==> src/hdl/axil_mem_pkg.sv <==
package axil_mem_pkg;

  // Bus widths
  localparam int ADDR_W = 12;
  localparam int DATA_W = 32;
  localparam int STRB_W = DATA_W / 8;

  // Byte offset bits inside one data word
  localparam int OFFS_W = $clog2(STRB_W);

  typedef enum logic [1:0] {
    RESP_OKAY   = 2'b00,
    RESP_EXOKAY = 2'b01,
    RESP_SLVERR = 2'b10,
    RESP_DECERR = 2'b11
  } axi_resp_e;

  typedef enum logic {
    MEM_READ  = 1'b0,
    MEM_WRITE = 1'b1
  } mem_op_e;

  // Request from the AXI client to the memory target
  typedef struct packed {
    mem_op_e             op;
    logic [ADDR_W-1:0]   addr;
    logic [DATA_W-1:0]   data;
    logic [STRB_W-1:0]   wmask;
  } mem_req_t;

  typedef struct packed {
    logic [ADDR_W-1:0] addr;
    logic [2:0]        prot;
  } axil_aw_t;

  typedef struct packed {
    logic [DATA_W-1:0] data;
    logic [STRB_W-1:0] strb;
  } axil_w_t;

  typedef struct packed {
    logic [ADDR_W-1:0] addr;
    logic [2:0]        prot;
  } axil_ar_t;

  typedef struct packed {
    axi_resp_e resp;
  } axil_b_t;

  typedef struct packed {
    logic [DATA_W-1:0] data;
    axi_resp_e         resp;
  } axil_r_t;

endpackage

==> src/hdl/one_entry_fifo.sv <==
`timescale 1ns/100ps

module one_entry_fifo #(
  parameter int WIDTH_P = 8
) (
  input  logic               clk_i,
  input  logic               rst_n_i,

  input  logic [WIDTH_P-1:0] data_i,
  input  logic               v_i,
  output logic               ready_o,

  output logic [WIDTH_P-1:0] data_o,
  output logic               v_o,
  input  logic               yumi_i
);

  logic               full_r;
  logic [WIDTH_P-1:0] data_r;

  // Only accepts while empty, so no same-cycle pass-through
  assign ready_o = ~full_r;
  assign v_o     = full_r;
  assign data_o  = data_r;

  always_ff @(posedge clk_i) begin
    if (!rst_n_i) begin
      full_r <= 1'b0;
    end else if (v_i && ready_o) begin
      full_r <= 1'b1;
    end else if (yumi_i) begin
      full_r <= 1'b0;
    end
  end

  always_ff @(posedge clk_i) begin
    if (v_i && ready_o) begin
      data_r <= data_i;
    end
  end

  a_no_yumi_when_empty: assert property (
    @(posedge clk_i) disable iff (!rst_n_i) yumi_i |-> v_o
  );

endmodule

==> src/hdl/access_timer.sv <==
`timescale 1ns/100ps

module access_timer #(
  parameter int WAIT_CYCLES_P = 2
) (
  input  logic clk_i,
  input  logic rst_n_i,
  input  logic start_i,
  output logic done_o
);

  localparam int CNT_W = (WAIT_CYCLES_P > 0) ? $clog2(WAIT_CYCLES_P + 1) : 1;

  logic [CNT_W-1:0] count_r;
  logic             running_r;

  always_ff @(posedge clk_i) begin
    if (!rst_n_i) begin
      count_r   <= '0;
      running_r <= 1'b0;
    end else if (start_i) begin
      count_r   <= CNT_W'(WAIT_CYCLES_P);
      running_r <= 1'b1;
    end else if (running_r) begin
      if (count_r == '0) begin
        running_r <= 1'b0;
      end else begin
        count_r <= count_r - 1'b1;
      end
    end
  end

  assign done_o = running_r && (count_r == '0);

endmodule

==> src/hdl/word_mem.sv <==
`timescale 1ns/100ps

module word_mem #(
  parameter int MEM_WORDS_P = 64
) (
  input  logic                               clk_i,
  input  logic                               we_i,
  input  logic [$clog2(MEM_WORDS_P)-1:0]     index_i,
  input  logic [axil_mem_pkg::DATA_W-1:0]    wdata_i,
  input  logic [axil_mem_pkg::STRB_W-1:0]    wmask_i,
  output logic [axil_mem_pkg::DATA_W-1:0]    rdata_o
);

  logic [axil_mem_pkg::DATA_W-1:0] mem [MEM_WORDS_P];

  // Byte lanes update independently
  always_ff @(posedge clk_i) begin
    if (we_i) begin
      for (int b = 0; b < axil_mem_pkg::STRB_W; b++) begin
        if (wmask_i[b]) begin
          mem[index_i][b*8 +: 8] <= wdata_i[b*8 +: 8];
        end
      end
    end
  end

  // Old data on a same-cycle write
  always_ff @(posedge clk_i) begin
    rdata_o <= mem[index_i];
  end

endmodule

==> src/hdl/mem_target_fsm.sv <==
`timescale 1ns/100ps

module mem_target_fsm #(
  parameter int MEM_WORDS_P   = 64,
  parameter int WAIT_CYCLES_P = 2
) (
  input  logic                            clk_i,
  input  logic                            rst_n_i,

  input  axil_mem_pkg::mem_req_t          req_i,
  input  logic                            req_v_i,
  output logic                            req_ready_o,

  output logic [axil_mem_pkg::DATA_W-1:0] rsp_data_o,
  output logic                            rsp_v_o,
  input  logic                            rsp_ready_i
);

  localparam int IDX_W  = $clog2(MEM_WORDS_P);
  localparam int WORD_W = axil_mem_pkg::ADDR_W - axil_mem_pkg::OFFS_W;

  typedef enum logic [1:0] {IDLE, WAIT, RESP} state_e;

  state_e                          state_r;
  logic [IDX_W-1:0]                idx_r;
  logic [IDX_W-1:0]                req_idx;
  logic [IDX_W-1:0]                mem_idx;
  logic [WORD_W-1:0]               req_word;
  logic [axil_mem_pkg::DATA_W-1:0] mem_rdata;
  logic [axil_mem_pkg::DATA_W-1:0] rsp_data_r;
  logic                            accept;
  logic                            timer_done;

  // Word index wraps at the memory depth
  assign req_word = req_i.addr[axil_mem_pkg::ADDR_W-1:axil_mem_pkg::OFFS_W];
  assign req_idx  = IDX_W'(req_word % MEM_WORDS_P);

  assign req_ready_o = (state_r == IDLE);
  assign accept      = req_v_i & req_ready_o;
  assign mem_idx     = (state_r == IDLE) ? req_idx : idx_r;

  always_ff @(posedge clk_i) begin
    if (!rst_n_i) begin
      state_r <= IDLE;
    end else begin
      case (state_r)
        IDLE: if (accept) state_r <= WAIT;
        WAIT: if (timer_done) state_r <= RESP;
        RESP: if (rsp_ready_i) state_r <= IDLE;
        default: state_r <= IDLE;
      endcase
    end
  end

  always_ff @(posedge clk_i) begin
    if (accept) begin
      idx_r <= req_idx;
    end
    if (state_r == WAIT && timer_done) begin
      rsp_data_r <= mem_rdata;
    end
  end

  assign rsp_v_o    = (state_r == RESP);
  assign rsp_data_o = rsp_data_r;

  access_timer #(.WAIT_CYCLES_P(WAIT_CYCLES_P)) timer_i (
    .clk_i(clk_i), .rst_n_i(rst_n_i),
    .start_i(accept), .done_o(timer_done)
  );

  // Write happens in the acceptance cycle
  word_mem #(.MEM_WORDS_P(MEM_WORDS_P)) mem_i (
    .clk_i(clk_i),
    .we_i(accept && req_i.op == axil_mem_pkg::MEM_WRITE),
    .index_i(mem_idx), .wdata_i(req_i.data), .wmask_i(req_i.wmask),
    .rdata_o(mem_rdata)
  );

  a_done_only_in_wait: assert property (
    @(posedge clk_i) disable iff (!rst_n_i) timer_done |-> state_r == WAIT
  );

endmodule

==> src/hdl/axil_fifo_client.sv <==
`timescale 1ns/100ps

module axil_fifo_client (
  input  logic                          clk_i,
  input  logic                          rst_n_i,

  input  axil_mem_pkg::axil_aw_t        awpayload_i,
  input  logic                          awvalid_i,
  output logic                          awready_o,

  input  axil_mem_pkg::axil_w_t         wpayload_i,
  input  logic                          wvalid_i,
  output logic                          wready_o,

  output axil_mem_pkg::axil_b_t         bpayload_o,
  output logic                          bvalid_o,
  input  logic                          bready_i,

  input  axil_mem_pkg::axil_ar_t        arpayload_i,
  input  logic                          arvalid_i,
  output logic                          arready_o,

  output axil_mem_pkg::axil_r_t         rpayload_o,
  output logic                          rvalid_o,
  input  logic                          rready_i,

  output axil_mem_pkg::mem_req_t        req_o,
  output logic                          req_v_o,
  input  logic                          req_ready_i,

  input  logic [axil_mem_pkg::DATA_W-1:0] rsp_data_i,
  input  logic                          rsp_v_i,
  output logic                          rsp_ready_o
);

  logic [axil_mem_pkg::ADDR_W-1:0] aw_addr;
  logic                            aw_v, aw_yumi;
  axil_mem_pkg::axil_w_t           w_head;
  logic                            w_v, w_yumi;
  logic [axil_mem_pkg::ADDR_W-1:0] ar_addr;
  logic                            ar_v, ar_yumi;
  logic                            tag_ready, tag_v, tag_yumi;
  logic                            tag_head;
  logic                            req_fire;
  logic                            tag_is_write;

  // Protection bits are not stored
  one_entry_fifo #(.WIDTH_P(axil_mem_pkg::ADDR_W)) aw_fifo (
    .clk_i(clk_i), .rst_n_i(rst_n_i),
    .data_i(awpayload_i.addr), .v_i(awvalid_i), .ready_o(awready_o),
    .data_o(aw_addr), .v_o(aw_v), .yumi_i(aw_yumi)
  );

  one_entry_fifo #(.WIDTH_P($bits(axil_mem_pkg::axil_w_t))) w_fifo (
    .clk_i(clk_i), .rst_n_i(rst_n_i),
    .data_i(wpayload_i), .v_i(wvalid_i), .ready_o(wready_o),
    .data_o(w_head), .v_o(w_v), .yumi_i(w_yumi)
  );

  one_entry_fifo #(.WIDTH_P(axil_mem_pkg::ADDR_W)) ar_fifo (
    .clk_i(clk_i), .rst_n_i(rst_n_i),
    .data_i(arpayload_i.addr), .v_i(arvalid_i), .ready_o(arready_o),
    .data_o(ar_addr), .v_o(ar_v), .yumi_i(ar_yumi)
  );

  // Remembers which channel gets the pending response
  one_entry_fifo #(.WIDTH_P(1)) tag_fifo (
    .clk_i(clk_i), .rst_n_i(rst_n_i),
    .data_i(req_o.op), .v_i(req_fire), .ready_o(tag_ready),
    .data_o(tag_head), .v_o(tag_v), .yumi_i(tag_yumi)
  );

  // Reads go first when both are pending
  always_comb begin
    req_o.op    = ar_v ? axil_mem_pkg::MEM_READ : axil_mem_pkg::MEM_WRITE;
    req_o.addr  = ar_v ? {ar_addr[axil_mem_pkg::ADDR_W-1:axil_mem_pkg::OFFS_W],
                          {axil_mem_pkg::OFFS_W{1'b0}}}
                       : aw_addr;
    req_o.data  = w_head.data;
    req_o.wmask = ar_v ? '0 : w_head.strb;
  end

  assign req_v_o  = tag_ready & (ar_v | (aw_v & w_v));
  assign req_fire = req_v_o & req_ready_i;
  assign ar_yumi  = req_fire & ar_v;
  assign aw_yumi  = req_fire & ~ar_v;
  assign w_yumi   = aw_yumi;

  // Response side
  assign tag_is_write = (tag_head == axil_mem_pkg::MEM_WRITE);
  assign rsp_ready_o  = tag_v & (tag_is_write ? bready_i : rready_i);
  assign tag_yumi     = rsp_v_i & rsp_ready_o;

  assign bvalid_o = rsp_v_i & tag_v & tag_is_write;
  assign rvalid_o = rsp_v_i & tag_v & ~tag_is_write;

  assign bpayload_o.resp = axil_mem_pkg::RESP_OKAY;
  assign rpayload_o.data = rsp_data_i;
  assign rpayload_o.resp = axil_mem_pkg::RESP_OKAY;

  // Every response from the target matches a request still waiting for it
  a_rsp_has_tag: assert property (
    @(posedge clk_i) disable iff (!rst_n_i) rsp_v_i |-> tag_v
  );

endmodule

==> src/hdl/axil_mem_top.sv <==
`timescale 1ns/100ps

module axil_mem_top #(
  parameter int MEM_WORDS_P   = 64,
  parameter int WAIT_CYCLES_P = 2
) (
  input  logic                   clk_i,
  input  logic                   rst_n_i,

  input  axil_mem_pkg::axil_aw_t awpayload_i,
  input  logic                   awvalid_i,
  output logic                   awready_o,

  input  axil_mem_pkg::axil_w_t  wpayload_i,
  input  logic                   wvalid_i,
  output logic                   wready_o,

  output axil_mem_pkg::axil_b_t  bpayload_o,
  output logic                   bvalid_o,
  input  logic                   bready_i,

  input  axil_mem_pkg::axil_ar_t arpayload_i,
  input  logic                   arvalid_i,
  output logic                   arready_o,

  output axil_mem_pkg::axil_r_t  rpayload_o,
  output logic                   rvalid_o,
  input  logic                   rready_i
);

  axil_mem_pkg::mem_req_t          req;
  logic                            req_v, req_ready;
  logic [axil_mem_pkg::DATA_W-1:0] rsp_data;
  logic                            rsp_v, rsp_ready;

  axil_fifo_client client_i (
    .clk_i(clk_i), .rst_n_i(rst_n_i),
    .awpayload_i(awpayload_i), .awvalid_i(awvalid_i), .awready_o(awready_o),
    .wpayload_i(wpayload_i), .wvalid_i(wvalid_i), .wready_o(wready_o),
    .bpayload_o(bpayload_o), .bvalid_o(bvalid_o), .bready_i(bready_i),
    .arpayload_i(arpayload_i), .arvalid_i(arvalid_i), .arready_o(arready_o),
    .rpayload_o(rpayload_o), .rvalid_o(rvalid_o), .rready_i(rready_i),
    .req_o(req), .req_v_o(req_v), .req_ready_i(req_ready),
    .rsp_data_i(rsp_data), .rsp_v_i(rsp_v), .rsp_ready_o(rsp_ready)
  );

  mem_target_fsm #(
    .MEM_WORDS_P(MEM_WORDS_P),
    .WAIT_CYCLES_P(WAIT_CYCLES_P)
  ) target_i (
    .clk_i(clk_i), .rst_n_i(rst_n_i),
    .req_i(req), .req_v_i(req_v), .req_ready_o(req_ready),
    .rsp_data_o(rsp_data), .rsp_v_o(rsp_v), .rsp_ready_i(rsp_ready)
  );

endmodule

==> config.mk <==
export PLATFORM = sky130hd
export DESIGN_NAME = axil_mem_top
export DESIGN_NICKNAME = d
export VERILOG_FILES = /design/src/hdl/axil_mem_pkg.sv /design/src/hdl/one_entry_fifo.sv /design/src/hdl/access_timer.sv /design/src/hdl/word_mem.sv /design/src/hdl/mem_target_fsm.sv /design/src/hdl/axil_fifo_client.sv /design/src/hdl/axil_mem_top.sv
export SDC_FILE = /design/constraint.sdc
export NUM_CORES = 2
export LEC_CHECK = 0
export BUFFER_PORTS_ARGS = -buffer_cell sky130_fd_sc_hd__buf_4
export CORE_ASPECT_RATIO = 1.75
export CORE_MARGIN = 2
export CORE_UTILIZATION = 41
export CTS_BUF_LIST = sky130_fd_sc_hd__clkbuf_4 sky130_fd_sc_hd__clkbuf_8 sky130_fd_sc_hd__clkbuf_16
export DETAILED_ROUTE_END_ITERATION = 10
export SETUP_SLACK_MARGIN = 0.4
export SLEW_MARGIN = 20
export SYNTH_ARGS = -nofsm -noshare
export SYNTH_HDL_FRONTEND = slang
export SYNTH_SLANG_ARGS = --single-unit
==> constraint.sdc <==
create_clock -name clk_i -period 8.8 [get_ports clk_i]
set_clock_uncertainty 0.1 [all_clocks]
set_input_delay 1.32 -clock clk_i [delete_from_list [all_inputs] [get_ports clk_i]]
set_output_delay 1.32 -clock clk_i [all_outputs]
set_load 0.01 [all_outputs]
# Word level (Yosys, flattened, before mapping)
# Memories as Yosys holds them, arrays and structs flattened. A register that Yosys moved wholly into a read port is not among the register bits.
# Index checks and enable logic that the tools add are counted.
# totals
reg_bits,100
mem_bits_rw,2048
input_bits,73
output_inout_bits,41
elab_cells,92
n_memories,1
# classes
n_addsub,1
n_eq_ne,6
n_mux,34
n_bitwise,18
reduce_logical,18
# mem_list
name,depth,word_bits,read_ports,rd_ports_with_merged_regs,write_ports,line_no,source
target_i.mem_i.mem,64,32,1,1,1,word_mem.sv:14,logic [axil_mem_pkg::DATA_W-1:0] mem [MEM_WORDS_P];
# ops
cell,n
2-to-1 mux 1 bit,24
2-to-1 mux 2 bit,6
bitwise AND 1 bit,10
nonzero test 2 bit,5
2-to-1 mux 8 bit,1
logical AND 1 bit,7
NOT 1 bit,7
2-to-1 mux 6 bit,1
inequality test 2 bit (second input constant),3
one-hot mux 2 bit (3 select lines),1
zero test 2 bit,2
2-to-1 mux 4 bit,1
AND reduction 2 bit,2
AND reduction 3 bit,1
== test 2 x 1 -> 1 bit (second input constant),1
== test 2 bit (second input constant),1
inequality test 2 x 1 -> 1 bit (second input constant),1
OR reduction 2 bit,1
subtractor 2 x 1 -> 2 bit (second input constant),1
OR 1 bit,1

# Longest topological paths before layout
# logic_depth
depth_word,7
ltp_mapped,14
mapped_depth_nobuf,8

# By module
# From an unflattened synthesis, not the netlist that was laid out.
# unflattened
cells_unflattened,4864
hier_area_um2,83052.2
# modules_own_cells
module,n_inst,cells_each,area_each_um2,seq_area_each_um2
word_mem,1,4646,79048.3,62139.6
mem_target_fsm,1,56,1331.3,1181.1
one_entry_fifo at client_i.w_fifo,1,41,1124.8,1101.1
one_entry_fifo at client_i.ar_fifo ...,2,17,404.1,380.4
axil_fifo_client,1,69,541.8,0.0
access_timer,1,12,123.9,60.1
one_entry_fifo at client_i.tag_fifo,1,6,73.8,50.0

# Worst setup path before layout
# OpenSTA, ideal clock, no wires.
# synth_path
kind,input port to flip-flop
startpoint,input wvalid_i
endpoint,register client_i.w_fifo.data_r[0] (netlist: client_i.w_fifo.data_o[0]) (enable)
setup_ns,0.434
t_arrival_ns,2.938
path_slack_ns,5.328
cell_stages,1
path_cell_list,nor2b_1
# synth_between
elab_chain_len,1
# synth_rtl
item,line_no,source
"start, declared",axil_mem_top.sv:15,"input logic wvalid_i,"
logical AND 1 bit,one_entry_fifo.sv:37,if (v_i && ready_o) begin
"end signal, assigned",one_entry_fifo.sv:38,data_r <= data_i;
"end, declared",one_entry_fifo.sv:19,logic [WIDTH_P-1:0] data_r;
# Every way passes these cells.
# A chain may end at the register's enable or synchronous reset.

# Worst setup path in the final report
# layout_path
startpoint,register target_i.state_r[1]
endpoint,memory target_i.mem_i.mem[6][12] (netlist bit) (enable)
# layout_between
elab_chain_len,5
# layout_rtl
item,line_no,source
"start, declared",mem_target_fsm.sv:24,state_e state_r;
"start signal, assigned",mem_target_fsm.sv:44,state_r <= IDLE;
"start signal, assigned",mem_target_fsm.sv:47,IDLE: if (accept) state_r <= WAIT;
"start signal, assigned",mem_target_fsm.sv:48,WAIT: if (timer_done) state_r <= RESP;
zero test 2 bit *,"mem_target_fsm.sv:38, mem_target_fsm.sv:40",
bitwise AND 1 bit,mem_target_fsm.sv:39,assign accept = req_v_i & req_ready_o;
logical AND 1 bit,mem_target_fsm.sv:75,".we_i(accept && req_i.op == axil_mem_pkg::MEM_WRITE),"
2-to-1 mux 1 bit,word_mem.sv:18,if (we_i) begin
2-to-1 mux 1 bit (implied by the code),word_mem.sv:21,mem[index_i][b*8 +: 8] <= wdata_i[b*8 +: 8];
"end, declared",word_mem.sv:14,
# Mark *: on every way between the ends. The rest lies on a longest branch, timed or not.

==> out/metrics.csv <==
metric;value;unit
crit path launch type;flip-flop;
GR peak layer;met2;
Fill cells;16684;
RSZ-0062 raised after global routing;no;
PD cells;254;nW/um^2
I/O pins;114;
CTS clock-pin slew for the worst setup and hold paths;0.07;ns
max incr delay on CP;0.94;ns
CP required;9.17;ns
layout cells sized above 1;13.5;%
post-cts resize count;0;
TritonCTS Buffers;192;
Yosys Warn Count;0;
CTS tree;yes;
dominant synthesized flop cell;edfxtp_1;
Num Clock Sinks;2176;
CP dominant cell by count;buf_4;
first-pass GRT wire length;318;mm
GRT met1 Usage;24.8;%
routed vias;44727;
Die W;340;um
synth-to-layout area growth;12.0;%
synth top area cells;edfxtp_1 79%, a22oi_1 5.0%, mux2_2 1.8%;
post-synthesis average cell area;17.5;um^2
drc violations;0;
share of the synthesized area in the top cell type;79.0;%
r2r startpoint;target_i.state_r[1]$_SDFFE_PN0P_;
slowest cell on the critical path;nor2_1;
Setup violations, final;0;
CP Cell Sequence;nor2_2, mux2_8, buf_4, nor3_2, buf_4, nand2_1, nor2_1;
post-CTS setup repair buffer count;0;
top-count cell post-synth;edfxtp_1;
setup slack, reg-to-reg;3.50;ns
die area;202000;um^2
Total GRT Usage;21.8;%
clk_lat worst skew;0.85;ns
CP startpoint;target_i.state_r[1]$_SDFFE_PN0P_;
Max-Slew Margin vs Limit;23.7;%
HP Class;flip-flop to flip-flop;
fin crit share;60.2;%
maximum VDD drop;0.171;mV
post-synthesis async set-or-reset flop share;0;%
status;finished clean;
Initial Util;41.2;%
Root Buffer;clkbuf_16;
min Tclk post-route;5.30;ns
register cell area after layout;64900;um^2
Seq/Total Area, Yosys;80.0;%
Worst-Margin Slew;1.14;ns
Seq cells post-synth;2176;
Critical Path End;target_i.mem_i.mem[6][12]$_DFFE_PP_;
clock buffer depth;4;
pin count of the biggest net entering global routing;130;
TNS Setup;0;ns
EDFF count, synth;2135;
DR vias/cell;6.00;
# rows;216;
Critical R2R Capture;target_i.mem_i.mem[6][12]$_DFFE_PP_;
DIE HEIGHT;593;um
CORE AREA;197000;um^2
Post-Synthesis Cell Area;81200;um^2
DR pass1 iterations;8;
fin. max-slew vios;0;
r2r worst-path depth;7;
Post-DP HPWL;134;mm
Distinct cells, synth;63;
met3 track utilization from global routing;2.76;%
post-layout util;46.1;%
Multi-input gate area;15000;um^2
number of global-route vias before repair;44295;
Synth area leader;edfxtp_1;
initial antenna violation count;5;
filler-free cell count of the finished design;7451;
wire per inst;30.4;um
Max Cap Viol;0;
GR Overflow Total;0;
final hold viol count;0;
max frequency;189;MHz
worst-path fanout max;77;
CTS H-tree lvls;4;
final wirelength;226;mm
Final #Nets;4753;
global routing usage on met2;40.5;%
post-synthesis cell count;4632;
CP Capture Type;flip-flop;
synth cell count leaders;2135 x edfxtp_1, 544 x a22oi_1, 278 x nor2_1;
hold_buf cts;0;
Final ANT Viol Nets;0;
Worst EP arrival;5.67;ns
Placed Cells;7102;
routability congestion estimate;0.821;
detailed router's first-iteration violation count;5120;
critical path class;flip-flop to flip-flop;
Leakage Power;27.8;nW
port bufs;91;
## cells in the final DEF, fill, tap and decap left out, drive strengths merged, types with 32 or more instances in the layout
cell type	Yosys	layout
edfxtp	2135	2135
a22oi	544	544
nor2	279	279
clkbuf	213	239
buf	121	185
nand2	179	179
mux2	141	141
a41o	111	111
a21oi	104	104
nand3	83	83
clkinv	0	80
nand4	70	70
mux2i	65	65
and3	63	63
a32oi	59	59
a222oi	56	56
o21ai	44	44
a221oi	41	41
dfxtp	41	41
a22o	38	38
and4	37	37
o2bb2ai	35	35
o211ai	33	33
a31oi	32	32
## per-stage QoR
stage | area, um^2 | power [mW] | hold slack, ns | setup WS [ns]
floorplan | 81200 | 13.6 | 0.286 | 5.33
global placement | 84700 | 14.9 | 0.294 | 3.47
detailed placement | 84700 | 14.9 | 0.297 | 3.41
CTS | 90900 | 23.2 | 0.313 | 3.44
global route | 90900 | 23.7 | 0.318 | 3.30
finish | 90900 | 23.1 | 0.307 | 3.50
## power by group
group / switching, mW / total, mW / internal (mW)
combinational: 2.21 / 3.04 / 0.831
sequential: 0.0971 / 11.7 / 11.6
clock: 3.70 / 8.41 / 4.71
total: 6.00 / 23.1 / 17.1
## sequential cells by signal (all words and copies together) (netlist names), 2 cells and up
name and count:
target_i.rsp_data_o 32, target_i.mem_i.rdata_o 32, target_i.timer_i.count_r 2, client_i.w_fifo.data_o 36, target_i.idx_r 6, target_i.mem_i.mem 2048
client_i.ar_fifo.data_o 6, target_i.state_r 2, client_i.aw_fifo.data_o 6
## cell families (layout without fill, tap and decap cells)
| family | after synthesis | count (layout) | share of synthesized area, % |
|---|---|---|---|
| compound gates | 1144 | 1144 | 10.9 |
| simple gates | 763 | 763 | 4.50 |
| other cells | 1 | 9 | 0.00462 |
| buf+inv | 340 | 535 | 1.80 |
| mux | 208 | 208 | 2.82 |
| flops | 2176 | 2176 | 80.0 |
## how the worst min path moves through the flow
stage	start	cells after the start	slack, ns	endpoint
floorplan	target_i.mem_i.rdata_o[0]$_DFF_P_	0	0.29	target_i.rsp_data_o[0]$_DFFE_PP_
global placement	target_i.mem_i.rdata_o[28]$_DFF_P_	0	0.29	target_i.rsp_data_o[28]$_DFFE_PP_
detailed placement	target_i.mem_i.rdata_o[8]$_DFF_P_	0	0.30	target_i.rsp_data_o[8]$_DFFE_PP_
CTS	target_i.mem_i.rdata_o[8]$_DFF_P_	0	0.31	target_i.rsp_data_o[8]$_DFFE_PP_
global route	target_i.mem_i.rdata_o[8]$_DFF_P_	0	0.32	target_i.rsp_data_o[8]$_DFFE_PP_
finish	target_i.mem_i.rdata_o[28]$_DFF_P_	0	0.31	target_i.rsp_data_o[28]$_DFFE_PP_
## critical path: cells and delay by family (launching register included)
kind / cells / cell delay (ns)
simple gates: 4 / 2.49
flops: 1 / 0.39
buf+inv: 2 / 1.23
mux: 1 / 0.67
## final cells by class
cell class / instances / area share [%]
antenna: 5 / 0.0138
clock buffer: 239 / 5.75
clock inverter: 105 / 1.05
inverter: 6 / 0.0248
multi-input combinational: 2119 / 16.5
sequential: 2176 / 71.4
tap: 2616 / 3.60
timing repair buffer: 185 / 1.64
## per-layer routing
layer,vias to the layer above,wire [um]
li1,19186,-
met1,23182,80000
met2,1888,121000
met3,471,13600
met4,0,11200
met5,-,0
No activity file was read; power rests on OpenSTA's default activity.
